### config.mk
export PLATFORM = sky130hd
export DESIGN_NAME = pic_top
export DESIGN_NICKNAME = d
export VERILOG_FILES = /design/src/common/pic_pkg.sv /design/src/command/command_decoder.sv /design/src/interrupt/ack_sequencer.sv /design/src/interrupt/priority_resolver.sv /design/src/bus_output.sv /design/src/pic_top.sv
export VERILOG_INCLUDE_DIRS = /design/src /design/src/common
export SDC_FILE = /design/constraint.sdc
export NUM_CORES = 1
export LEC_CHECK = 0
export ABC_AREA = 1
export BUFFER_PORTS_ARGS = -buffer_cell sky130_fd_sc_hd__clkbuf_2
export CAP_MARGIN = 30
export CORE_UTILIZATION = 55
export DETAILED_ROUTE_END_ITERATION = 7
export PLACE_DENSITY = 0.87
export SKIP_LAST_GASP = 1
export SLEW_MARGIN = 20
export SYNTH_ARGS = -nofsm -noshare
export SYNTH_HDL_FRONTEND = slang
export SYNTH_SLANG_ARGS = --single-unit
export TNS_END_PERCENT = 100
### constraint.sdc
create_clock -name clk -period 2.4 [get_ports clk]
set_input_delay 0.12 -clock clk [delete_from_list [all_inputs] [get_ports clk]]
set_output_delay 0.12 -clock clk [all_outputs]
set_load 0.005 [all_outputs]
### src/common/pic_settings.svh
`ifndef PIC_SETTINGS_SVH
`define PIC_SETTINGS_SVH

// One request line per IR input
`define PIC_IRQ_COUNT 8

// Bits to encode one level
`define PIC_LEVEL_BITS 3

// CPU data bus
`define PIC_DATA_BITS 8

// ICW2 base field above the level bits
`define PIC_VECTOR_BASE_BITS 5

`endif

### src/common/pic_pkg.sv
`default_nettype none

`include "pic_settings.svh"

package pic_pkg;

    // One bit per request line
    typedef logic [`PIC_IRQ_COUNT-1:0] irq_vec_t;

    typedef logic [`PIC_LEVEL_BITS-1:0] level_t;

    typedef logic [`PIC_DATA_BITS-1:0] data_t;

    // Upper vector bits from ICW2
    typedef logic [`PIC_VECTOR_BASE_BITS-1:0] vector_base_t;

    // Initialization word sequence
    typedef enum logic [1:0] {
        INIT_READY,
        INIT_WAIT_ICW2,
        INIT_WAIT_ICW4
    } init_state_t;

    // Two-pulse INTA sequence of 8086 mode
    typedef enum logic [1:0] {
        ACK_IDLE,
        ACK_FIRST,
        ACK_SECOND
    } ack_state_t;

endpackage

`default_nettype wire

### src/command/command_decoder.sv
`default_nettype none

`include "pic_settings.svh"

module command_decoder (
    input  wire logic           clk,
    input  wire logic           rst,
    input  wire logic           wr,
    input  wire logic           a0,
    input  wire pic_pkg::data_t din,
    output logic                init_clear,
    output logic                eoi_pulse,
    output logic                eoi_specific,
    output logic                eoi_rotate,
    output logic                set_priority,
    output logic                level_triggered,
    output logic                auto_eoi,
    output logic                read_isr,
    output pic_pkg::irq_vec_t   irq_mask,
    output pic_pkg::level_t     eoi_level,
    output pic_pkg::level_t     priority_level,
    output pic_pkg::vector_base_t vector_base
);

    pic_pkg::init_state_t state;
    logic                 needs_icw4;
    logic                 write_icw1;
    logic                 write_icw2;
    logic                 write_icw4;
    logic                 write_ocw1;
    logic                 write_ocw2;
    logic                 write_ocw3;
    logic [2:0]           ocw2_cmd;

    // ICW1 is recognized in any state and restarts the sequence
    assign write_icw1 = wr && !a0 && din[4];
    assign write_ocw2 = wr && !a0 && !din[4] && !din[3];
    assign write_ocw3 = wr && !a0 && !din[4] && din[3];
    assign write_icw2 = wr && a0 && (state == pic_pkg::INIT_WAIT_ICW2);
    assign write_icw4 = wr && a0 && (state == pic_pkg::INIT_WAIT_ICW4);
    assign write_ocw1 = wr && a0 && (state == pic_pkg::INIT_READY);

    assign ocw2_cmd = din[7:5];

    always_ff @(posedge clk) begin
        if (rst) begin
            state <= pic_pkg::INIT_READY;
        end else if (write_icw1) begin
            state <= pic_pkg::INIT_WAIT_ICW2;
        end else if (write_icw2) begin
            state <= needs_icw4 ? pic_pkg::INIT_WAIT_ICW4 : pic_pkg::INIT_READY;
        end else if (write_icw4) begin
            state <= pic_pkg::INIT_READY;
        end
    end

    always_ff @(posedge clk) begin
        if (rst) begin
            level_triggered <= 1'b0;
            needs_icw4      <= 1'b0;
            vector_base     <= '0;
            auto_eoi        <= 1'b0;
            irq_mask        <= '1;
            read_isr        <= 1'b0;
        end else if (write_icw1) begin
            level_triggered <= din[3];
            needs_icw4      <= din[0];
            vector_base     <= '0;
            auto_eoi        <= 1'b0;
            irq_mask        <= '1;
            read_isr        <= 1'b0;
        end else begin
            if (write_icw2) begin
                vector_base <= din[`PIC_DATA_BITS-1:`PIC_LEVEL_BITS];
            end
            if (write_icw4) begin
                auto_eoi <= din[1];
            end
            if (write_ocw1) begin
                irq_mask <= din;
            end
            // RR bit gates the register select
            if (write_ocw3 && din[1]) begin
                read_isr <= din[0];
            end
        end
    end

    // OCW2 commands become single-cycle pulses
    always_ff @(posedge clk) begin
        if (rst) begin
            init_clear   <= 1'b0;
            eoi_pulse    <= 1'b0;
            eoi_specific <= 1'b0;
            eoi_rotate   <= 1'b0;
            set_priority <= 1'b0;
        end else begin
            init_clear   <= write_icw1;
            eoi_pulse    <= write_ocw2 && ((ocw2_cmd == 3'b001) || (ocw2_cmd == 3'b011) ||
                                           (ocw2_cmd == 3'b101));
            eoi_specific <= write_ocw2 && (ocw2_cmd == 3'b011);
            eoi_rotate   <= write_ocw2 && (ocw2_cmd == 3'b101);
            set_priority <= write_ocw2 && (ocw2_cmd[2:1] == 2'b11);
        end
    end

    always_ff @(posedge clk) begin
        if (write_ocw2) begin
            eoi_level <= din[`PIC_LEVEL_BITS-1:0];
        end
    end

    always_ff @(posedge clk) begin
        if (rst || write_icw1) begin
            priority_level <= '1;
        end else if (write_ocw2) begin
            priority_level <= din[`PIC_LEVEL_BITS-1:0];
        end
    end

endmodule

`default_nettype wire

### src/interrupt/ack_sequencer.sv
`default_nettype none

module ack_sequencer (
    input  wire logic           clk,
    input  wire logic           rst,
    input  wire logic           init_clear,
    input  wire logic           inta_n,
    input  wire logic           request_pending,
    output logic                ack_latch,
    output logic                ack_end,
    output logic                interrupt_to_cpu,
    output pic_pkg::ack_state_t ack_state
);

    logic inta_last;
    logic inta_fall;
    logic inta_rise;

    // Edges between the previous and the current sample of INTA
    assign inta_fall = inta_last && !inta_n;
    assign inta_rise = !inta_last && inta_n;

    always_ff @(posedge clk) begin
        if (rst) begin
            inta_last <= 1'b1;
        end else begin
            inta_last <= inta_n;
        end
    end

    always_ff @(posedge clk) begin
        if (rst || init_clear) begin
            ack_state        <= pic_pkg::ACK_IDLE;
            ack_latch        <= 1'b0;
            ack_end          <= 1'b0;
            interrupt_to_cpu <= 1'b0;
        end else begin
            ack_latch <= 1'b0;
            ack_end   <= 1'b0;
            case (ack_state)
                pic_pkg::ACK_IDLE: begin
                    if (inta_fall) begin
                        ack_state <= pic_pkg::ACK_FIRST;
                        ack_latch <= 1'b1;
                    end else if (request_pending) begin
                        interrupt_to_cpu <= 1'b1;
                    end
                end
                pic_pkg::ACK_FIRST: begin
                    if (inta_rise) begin
                        ack_state <= pic_pkg::ACK_SECOND;
                    end
                end
                pic_pkg::ACK_SECOND: begin
                    // Vector goes out while this pulse is low
                    if (inta_rise) begin
                        ack_state        <= pic_pkg::ACK_IDLE;
                        ack_end          <= 1'b1;
                        interrupt_to_cpu <= 1'b0;
                    end
                end
                default: begin
                    ack_state <= pic_pkg::ACK_IDLE;
                end
            endcase
        end
    end

endmodule

`default_nettype wire

### src/interrupt/priority_resolver.sv
`default_nettype none

`include "pic_settings.svh"

module priority_resolver (
    input  wire logic              clk,
    input  wire logic              rst,
    input  wire logic              init_clear,
    input  wire logic              level_triggered,
    input  wire logic              auto_eoi,
    input  wire logic              eoi_pulse,
    input  wire logic              eoi_specific,
    input  wire logic              eoi_rotate,
    input  wire logic              set_priority,
    input  wire logic              ack_latch,
    input  wire logic              ack_end,
    input  wire pic_pkg::irq_vec_t ir,
    input  wire pic_pkg::irq_vec_t irq_mask,
    input  wire pic_pkg::level_t   eoi_level,
    input  wire pic_pkg::level_t   priority_level,
    output logic                   request_pending,
    output pic_pkg::irq_vec_t      irr,
    output pic_pkg::irq_vec_t      isr,
    output pic_pkg::level_t        ack_level
);

    pic_pkg::irq_vec_t ir_sample;
    pic_pkg::irq_vec_t ir_last;
    pic_pkg::irq_vec_t irr_next;
    pic_pkg::irq_vec_t isr_next;
    pic_pkg::level_t   lowest;
    pic_pkg::level_t   lowest_next;
    pic_pkg::level_t   req_level;
    pic_pkg::level_t   req_rank;
    pic_pkg::level_t   isr_level;
    pic_pkg::level_t   isr_rank;
    logic              req_found;
    logic              isr_found;

    // Scan from lowest to highest priority so the last hit wins
    always_comb begin
        pic_pkg::level_t idx;
        req_found = 1'b0;
        req_level = lowest;
        req_rank  = '1;
        isr_found = 1'b0;
        isr_level = lowest;
        isr_rank  = '1;
        for (int i = `PIC_IRQ_COUNT - 1; i >= 0; i--) begin
            idx = lowest + pic_pkg::level_t'(i) + 3'd1;
            if (irr[idx] && !irq_mask[idx]) begin
                req_found = 1'b1;
                req_level = idx;
                req_rank  = pic_pkg::level_t'(i);
            end
            if (isr[idx]) begin
                isr_found = 1'b1;
                isr_level = idx;
                isr_rank  = pic_pkg::level_t'(i);
            end
        end
    end

    assign request_pending = req_found && (!isr_found || (req_rank < isr_rank));

    always_comb begin
        irr_next    = level_triggered ? ir_sample : (irr | (ir_sample & ~ir_last));
        isr_next    = isr;
        lowest_next = lowest;
        if (ack_latch && req_found) begin
            irr_next[req_level] = 1'b0;
            isr_next[req_level] = 1'b1;
        end
        if (ack_end && auto_eoi) begin
            isr_next[ack_level] = 1'b0;
        end
        if (eoi_pulse) begin
            if (eoi_specific) begin
                isr_next[eoi_level] = 1'b0;
            end else if (isr_found) begin
                isr_next[isr_level] = 1'b0;
                if (eoi_rotate) begin
                    lowest_next = isr_level;
                end
            end
        end
        if (set_priority) begin
            lowest_next = priority_level;
        end
    end

    always_ff @(posedge clk) begin
        if (rst) begin
            ir_sample <= '0;
            ir_last   <= '0;
        end else begin
            ir_sample <= ir;
            ir_last   <= ir_sample;
        end
    end

    always_ff @(posedge clk) begin
        if (rst || init_clear) begin
            irr    <= '0;
            isr    <= '0;
            lowest <= '1;
        end else begin
            irr    <= irr_next;
            isr    <= isr_next;
            lowest <= lowest_next;
        end
    end

    // Nothing pending at acknowledge gives level 7
    always_ff @(posedge clk) begin
        if (ack_latch) begin
            ack_level <= req_found ? req_level : '1;
        end
    end

endmodule

`default_nettype wire

### src/bus_output.sv
`default_nettype none

module bus_output (
    input  wire logic                  rd,
    input  wire logic                  a0,
    input  wire logic                  inta_n,
    input  wire logic                  read_isr,
    input  wire pic_pkg::ack_state_t   ack_state,
    input  wire pic_pkg::vector_base_t vector_base,
    input  wire pic_pkg::level_t       ack_level,
    input  wire pic_pkg::irq_vec_t     irr,
    input  wire pic_pkg::irq_vec_t     isr,
    input  wire pic_pkg::irq_vec_t     irq_mask,
    output pic_pkg::data_t             dout,
    output logic                       dout_en
);

    logic ack_active;

    assign ack_active = (ack_state != pic_pkg::ACK_IDLE);

    always_comb begin
        dout    = '0;
        dout_en = 1'b0;
        if ((ack_state == pic_pkg::ACK_SECOND) && !inta_n) begin
            // 8086 vector byte
            dout    = {vector_base, ack_level};
            dout_en = 1'b1;
        end else if (rd && !ack_active) begin
            dout_en = 1'b1;
            if (a0) begin
                dout = irq_mask;
            end else if (read_isr) begin
                dout = isr;
            end else begin
                dout = irr;
            end
        end
    end

endmodule

`default_nettype wire

### src/pic_top.sv
`default_nettype none

module pic_top (
    input  wire logic             clk,
    input  wire logic             rst,
    input  wire logic             wr,
    input  wire logic             rd,
    input  wire logic             a0,
    input  wire pic_pkg::data_t   din,
    input  wire pic_pkg::irq_vec_t ir,
    input  wire logic             inta_n,
    output pic_pkg::data_t        dout,
    output logic                  dout_en,
    output logic                  interrupt_to_cpu
);

    logic                  init_clear;
    logic                  level_triggered;
    logic                  auto_eoi;
    logic                  eoi_pulse;
    logic                  eoi_specific;
    logic                  eoi_rotate;
    logic                  set_priority;
    logic                  read_isr;
    pic_pkg::irq_vec_t     irq_mask;
    pic_pkg::level_t       eoi_level;
    pic_pkg::level_t       priority_level;
    pic_pkg::vector_base_t vector_base;
    logic                  request_pending;
    pic_pkg::irq_vec_t     irr;
    pic_pkg::irq_vec_t     isr;
    pic_pkg::level_t       ack_level;
    logic                  ack_latch;
    logic                  ack_end;
    pic_pkg::ack_state_t   ack_state;

    command_decoder i_command_decoder (
        .clk             (clk),
        .rst             (rst),
        .wr              (wr),
        .a0              (a0),
        .din             (din),
        .init_clear      (init_clear),
        .eoi_pulse       (eoi_pulse),
        .eoi_specific    (eoi_specific),
        .eoi_rotate      (eoi_rotate),
        .set_priority    (set_priority),
        .level_triggered (level_triggered),
        .auto_eoi        (auto_eoi),
        .read_isr        (read_isr),
        .irq_mask        (irq_mask),
        .eoi_level       (eoi_level),
        .priority_level  (priority_level),
        .vector_base     (vector_base)
    );

    priority_resolver i_priority_resolver (
        .clk             (clk),
        .rst             (rst),
        .init_clear      (init_clear),
        .level_triggered (level_triggered),
        .auto_eoi        (auto_eoi),
        .eoi_pulse       (eoi_pulse),
        .eoi_specific    (eoi_specific),
        .eoi_rotate      (eoi_rotate),
        .set_priority    (set_priority),
        .ack_latch       (ack_latch),
        .ack_end         (ack_end),
        .ir              (ir),
        .irq_mask        (irq_mask),
        .eoi_level       (eoi_level),
        .priority_level  (priority_level),
        .request_pending (request_pending),
        .irr             (irr),
        .isr             (isr),
        .ack_level       (ack_level)
    );

    ack_sequencer i_ack_sequencer (
        .clk              (clk),
        .rst              (rst),
        .init_clear       (init_clear),
        .inta_n           (inta_n),
        .request_pending  (request_pending),
        .ack_latch        (ack_latch),
        .ack_end          (ack_end),
        .interrupt_to_cpu (interrupt_to_cpu),
        .ack_state        (ack_state)
    );

    bus_output i_bus_output (
        .rd          (rd),
        .a0          (a0),
        .inta_n      (inta_n),
        .read_isr    (read_isr),
        .ack_state   (ack_state),
        .vector_base (vector_base),
        .ack_level   (ack_level),
        .irr         (irr),
        .isr         (isr),
        .irq_mask    (irq_mask),
        .dout        (dout),
        .dout_en     (dout_en)
    );

endmodule

`default_nettype wire

---- After elaboration in Yosys (flattened, before gate mapping) ----
Cells that the tools add are included.
storage, ports and cells
  flip-flop bits (word level) ............. 74
  input bits .............................. 22
  word-level logic and storage cells ...... 287
operators by class
  add/subtract/negate cells ............... 14
  $lt $le $gt $ge ......................... 17
  eq/ne operators ......................... 14
  muxes and demuxes ....................... 134
  bitwise gates (word level) .............. 14
  reduce and logical (&&, ||, !) cells .... 68
operator list
  operator                                                               count
  8-bit 2-to-1 mux                                                       11
  3-bit 2-to-1 mux                                                       29
  1-bit binary-select mux with 3-bit select                              24
  1-bit 2-to-1 mux                                                       54
  3-bit by 4-bit < comparator with 1-bit output, second input constant   12
  8-bit bitwise AND                                                      5
  8-bit NOT                                                              5
  1-bit logical AND                                                      33
  3-bit by 1-bit adder with 3-bit output, second input constant          8
  2-bit 2-to-1 mux                                                       10
  8-bit OR                                                               2
  1-bit zero test                                                        15
  3-bit adder, second input constant                                     4
  1-bit demux with 3-bit select                                          4
  3-bit by 1-bit >= comparator with 1-bit output, second input constant  4
  2-bit nonzero test                                                     6
  2-bit by 1-bit != test with 1-bit output, second input constant        4
  4-bit AND reduction                                                    2
  3-bit by 2-bit adder with 3-bit output, second input constant          2
  2-bit equality test, second input constant                             3
  2-bit case mux with 3 select lines                                     1
  2-bit OR reduction                                                     3
  1-bit logical OR                                                       5
  2-bit by 1-bit equality test with 1-bit output, second input constant  2
  10 further kinds                                                       13

---- Logic depth before layout (Yosys ltp) ----
  depth in word-level cells ............... 26
  depth in mapped cells ................... 23
  mapped depth without buffers ............ 21

---- Modules after synthesis ----
Synthesis repeated with hierarchy kept, for this count alone.
second synthesis, totals
  cell total of the unflattened synthesis .. 848
  area, all modules ....................... 5026.1 sq um
by module, submodules not included
  module             instances  cells an instance  area an instance (sq um)
  priority_resolver  1          608                3329.4
  command_decoder    1          138                1161.1
  bus_output         1          73                 310.3
  ack_sequencer      1          29                 225.2

---- Worst setup path before layout ----
Ideal clock, no wire load.
  path type ............................... flip-flop to flip-flop
  from .................................... register i_priority_resolver.lowest[0]
  to ...................................... register i_ack_sequencer.interrupt_to_cpu
  library setup time ...................... 70 ps
  data arrival time ....................... 2604 ps
  required time ........................... 2330 ps
  setup slack ............................. -275 ps
  stages on the path, launching flop included .. 19
  path buffers ............................ 3
  cell sequence ........................... dfxtp_1 > inv_2 > buf_2 > ha_1 > buf_4 > inv_1 > buf_2 > nand3_1 > nand2_1 > nor2_1 > nor2_2 > nand2_1 > nor2_2 > ha_1 > a21oi_1 > o21ai_0 > nand2_1 > nand2_1 > a21oi_1
between the ends
  word-level cells in the longest chain between the ends .. 18
ends and longest elaborated chain
  element                                                 RTL line                  text
  from (decl)                                             priority_resolver.sv:31   pic_pkg::level_t lowest;
  from (signal assigned)                                  priority_resolver.sv:110  lowest <= lowest_next;
  3-bit adder                                             priority_resolver.sv:50   idx = lowest + pic_pkg::level_t'(i) + 3'd1;
  3-bit by 1-bit adder with 3-bit output                  priority_resolver.sv:50
  1-bit binary-select mux with 3-bit select               priority_resolver.sv:51   if (irr[idx] && !irq_mask[idx]) begin
  1-bit 2-to-1 mux (implied by the code)                  priority_resolver.sv:51
  1-bit zero test                                         priority_resolver.sv:51
  1-bit logical AND                                       priority_resolver.sv:51
  1-bit 2-to-1 mux                                        priority_resolver.sv:51
  2-bit 2-to-1 mux (2 in series)                          priority_resolver.sv:51
  3-bit 2-to-1 mux (4 in series)                          priority_resolver.sv:51
  3-bit < comparator                                      priority_resolver.sv:64   assign request_pending = req_found && (!isr_found || (req_rank < isr_rank));
  1-bit logical OR                                        priority_resolver.sv:64
  1-bit logical AND (*)                                   priority_resolver.sv:64
  2-bit by 1-bit != test with 1-bit output (no line) (*)  --
  4-bit AND reduction (no line) (*)                       --
  to (signal assigned)                                    ack_sequencer.sv:36       interrupt_to_cpu <= 1'b0;
  to (signal assigned)                                    ack_sequencer.sv:46       interrupt_to_cpu <= 1'b1;
  to (signal assigned)                                    ack_sequencer.sv:59       interrupt_to_cpu <= 1'b0;
  to (decl)                                               ack_sequencer.sv:11       output logic interrupt_to_cpu,
Mark *: on every way between the ends. The rest lies on a longest branch, timed or not. The select of a mux whose other input is x is not followed.
A chain may end at the register's enable or synchronous reset.

---- Worst setup path in the final report ----
  from .................................... register i_priority_resolver.lowest[0]
  to ...................................... register i_priority_resolver.isr[0]
between the ends
  word-level cells in the longest chain between the ends .. 26
ends and longest elaborated chain
  element                                                                                                                                RTL line                  text
  3-bit adder                                                                                                                            priority_resolver.sv:50
  3-bit by 1-bit adder with 3-bit output                                                                                                 priority_resolver.sv:50
  1-bit binary-select mux with 3-bit select                                                                                              priority_resolver.sv:51
  1-bit 2-to-1 mux (implied by the code)                                                                                                 priority_resolver.sv:51
  1-bit zero test                                                                                                                        priority_resolver.sv:51
  1-bit logical AND                                                                                                                      priority_resolver.sv:51
  3-bit 2-to-1 mux (8 in series)                                                                                                         priority_resolver.sv:51
  3-bit by 4-bit < comparator with 1-bit output (implied by the code) or 3-bit by 1-bit >= comparator with 1-bit output (tied branches)  priority_resolver.sv:72   isr_next[req_level] = 1'b1;
  [... 3 more ...]                                                                                                                       --
  8-bit OR (no line)                                                                                                                     --
  8-bit 2-to-1 mux                                                                                                                       priority_resolver.sv:70   if (ack_latch && req_found) begin
  8-bit bitwise AND (no line)                                                                                                            --
  8-bit 2-to-1 mux                                                                                                                       priority_resolver.sv:74   if (ack_end && auto_eoi) begin
  8-bit bitwise AND (no line)                                                                                                            --
  8-bit 2-to-1 mux                                                                                                                       priority_resolver.sv:80   end else if (isr_found) begin
  8-bit 2-to-1 mux                                                                                                                       priority_resolver.sv:78   if (eoi_specific) begin
  8-bit 2-to-1 mux (*)                                                                                                                   priority_resolver.sv:77   if (eoi_pulse) begin
  to (signal assigned)                                                                                                                   priority_resolver.sv:109  isr <= isr_next;
  to (decl)                                                                                                                              priority_resolver.sv:23   output pic_pkg::irq_vec_t isr,
Marks and branches as above.

==> out/metrics.yaml <==
worst_setup_path:
  crit_fanout: 4
  arrival_ns: 2.75
  crit_top_cell: "nand2_2"
  crit_required_ns: 2.64
  worstSetupPathType: "register to register"
  critPathTopFamily: "compound AO/OA/AOI/OAI gates"
  slowest_delay_ns: 0.38
  reg2reg_from: "i_priority_resolver.lowest[0]"
  critical_path.startpoint: "i_priority_resolver.lowest[0]"
  critPathBufInv: 4
  critPathSlowestCell: "dfxtp_4"
  crit_chain: "inv_4 -> ha_4 -> xor2_4 -> inv_2 -> o211ai_1 -> nand2_2 -> buf_4 -> inv_1 -> nand2_1 -> nand2_2 -> nand2_2 -> a21oi_4 -> nand3_1 -> a21oi_2 -> nor2_1"
  critPathLaunchType: "register"
  end_kind: "register"
global_routing:
  grt.busiest_layer: "met2"
  use_met2_pct: 54.74
  grt_pass1_wl_um: 22340
  met1_usage_pct: 41.77
  grt_antenna_before_repair: 0
  grt_use_total_pct: 33.09
  grt_pass1_vias: 4726
  overflow: 0
  gr-usage-met3_pct: 5.097
  grt_max_degree: 28
timing:
  finalCriticalPeriod_ns: 2.517
  slew_headroom_pct: 60.57
  slew_viol_final: 0
  setup_viol: 12
  fin_ws_ns: -0.1165
  worst_clock_skew_ns: 0.01545
  fin_crit_sh_pct: 104.9
  max_freq_mhz: 397.4
  rsz0062_at_grt: "true"
  timing.hold.ws_ns: 0.03096
  finalHoldViolCount: 0
  worst_slew_pin_slew_ns: 0.5893
synth:
  async_reset_ff_share_pct: 0
  synth_cells: 752
  synth_area_mm2: 0.004654
  ys.flop_type: "dfxtp_1"
  synth_area_leaders: "dfxtp_1, nand2_1, nand3_1"
  yosysTopAreaCell: "dfxtp_1"
  synth_edf_count: 6
  yosysSeqAreaShare_pct: 33.12
  synth_top_area_share_pct: 29.25
  ys_seq_elements: 74
  ys_types: 40
  yosysWarnings: 0
  synth.avg_cell_area_um2: 6.189
  synth_fp_nets: 778
cells_and_area:
  drive_gt1_share_pct: 20.55
  final_common_cell: "nand2_1"
  antennaDiodeCount: 0
  layout_common_cells: "nand2_1, inv_1, nor2_1"
  fillers: 680
  area.growth.synth_to_final_pct: 24.19
  nNetsFinal: 853
  design_area_mm2: 0.005781
place:
  port_buffers: 31
  place_area_mm2: 0.005121
  place_congestion: 0.9498
  place_ws_ns: -0.1216
  dp_hpwl_um: 10730
cts:
  cts_buffer_depth: 2
  cts.clk_slew.worst_paths_ns: 0.08
  tritoncts: "yes"
  cts_buffers: 9
  clkLatencyLatePin_ns: 0.35
  cts_max_level: 3
  clock-root-buffer: "clkbuf_8"
  cts_sinks: 74
drt:
  vias_per_cell: 5.666
  dr.pass1.iters: 5
  num_vias: 5309
  wl_um: 14390
  drcViolationCount: 0
  antenna_left: 0
  drtIter0Drc: 458
  routedWlPerCell_um: 15.35
floorplan:
  io_pins: 32
  rows: 33
  start_util_pct: 56.65
  core-area_mm2: 0.008217
  dieArea_mm2: 0.008834
  die_x_um: 93.99
  fp.dieH_um: 93.99
power:
  switching_share_pct: 28.82
  comb_power_share_pct: 17.6
  ir_drop_mv: 0.4924
  p_leak_nw: 2.867
  cellPowerDensity_mw_per_mm2: 501.0
  p_clk_share_pct: 36.5
  p_int_mw: 2.061
  switchingPower_uw: 834.7
  seqPwrFrac_pct: 45.9
run_status:
  outcome: "complete, but fails checks"
  violations: "negative setup slack"
worst_hold_path:
  hold_start: "din[5]"
  worstHoldPathType: "primary input to register"
run:
  max-cap-violations: 0
-- timing repair --
item / 4_1_cts / 5_1_grt
gates cloned: 0 / 0
setup buffers: 8 / 0
hold buffers: 11 / 0
pin swaps: 13 / 14
endpoints found under the hold margin: 12 / 0
gates resized for setup: 18 / 45
endpoints found under the setup margin: 13 / 23
-- cells in the mapped netlist, drive strengths merged (4+ instances only) --
| cell type | number |
|---|---|
| o21ai | 43 |
| buf | 11 |
| a21oi | 66 |
| nand3 | 85 |
| edfxtp | 6 |
| dfxtp | 68 |
| o211ai | 8 |
| nor2 | 87 |
| ha | 4 |
| clkbuf | 9 |
| nand2 | 245 |
| inv | 92 |
-- cell families after synthesis --
family,after synthesis,share of synthesized area (%)
buf+inv,115,10.21
flops,74,33.12
fa+ha+maj,4,1.075
mux,1,0.2151
simple gates,427,38.55
compound gates,127,15.35
xor+xnor,4,1.479
-- worst register-to-register path, stage by stage, from the launching register on --
cell	delay, ns
dfxtp_4	0.38
inv_4	0.05
ha_4	0.33
xor2_4	0.20
inv_2	0.07
o211ai_1	0.28
nand2_2	0.14
buf_4	0.15
inv_1	0.06
nand2_1	0.09
nand2_2	0.08
nand2_2	0.07
a21oi_4	0.18
nand3_1	0.14
a21oi_2	0.14
nor2_1	0.05
-- per-layer routing --
layer  up-vias  share of wire (%)
met5         -                  0
met4         0                4.4
met3        52                7.8
met2       293                 47
met1      2397                 41
li1       2567                  -
-- final timing paths --
kind                                         end  slack [ns]  depth (start not counted)
hold reg to reg   i_priority_resolver.ir_last[2]        0.42                          2
setup reg to reg      i_priority_resolver.isr[0]       -0.12                         15
setup / recovery      i_priority_resolver.isr[0]       -0.12                         15
hold / removal     i_command_decoder.irq_mask[5]        0.03                          3
-- flip-flops by register name (all words and copies together) (netlist names), 2 cells and up --
name	count
i_command_decoder.irq_mask	8
i_priority_resolver.lowest	3
i_priority_resolver.ack_level	3
i_command_decoder.eoi_level	3
i_priority_resolver.isr	8
i_ack_sequencer.ack_state	2
i_priority_resolver.ir_last	8
i_command_decoder.priority_level	3
i_priority_resolver.irr	8
i_command_decoder.state	2
i_command_decoder.vector_base	5
i_priority_resolver.ir_sample	8
-- area by class of cell --
| class | count | area [um^2] | area share [%] |
|---|---|---|---|
| Clock buffer | 9 | 123.9 | 2.143 |
| Sequential cell | 74 | 1546 | 26.75 |
| Clock inverter | 7 | 93.84 | 1.623 |
| Inverter | 95 | 361.6 | 6.255 |
| Timing Repair Buffer | 84 | 633.1 | 10.95 |
| Multi-Input combinational cell | 563 | 2890 | 50.00 |
| Tap cell | 105 | 131.4 | 2.273 |
-- metrics by stage --
step,utilization [%],TNS [ns],cells,power (mW)
2_1_floorplan,-,-0.002246,752,1.628
4_1_cts,67.95,-0.1883,937,2.846
5_1_grt,70.35,-3.368,937,2.998
3_3_place_gp,62.33,-0.3652,902,1.775
6_report,70.35,-0.9059,937,2.896
3_5_place_dp,62.33,-0.9578,902,1.789
-- power by group through the flow --
stage               Sequential, mW  Clock (mW)  Combinational [mW]
CTS                           1.33        1.06               0.461
floorplan                     1.34           0               0.284
global placement              1.36           0               0.419
detailed placement            1.36           0               0.431
global route                  1.33        1.11               0.557
finish                        1.33        1.06               0.509
(Power assumes the default switching activity.)
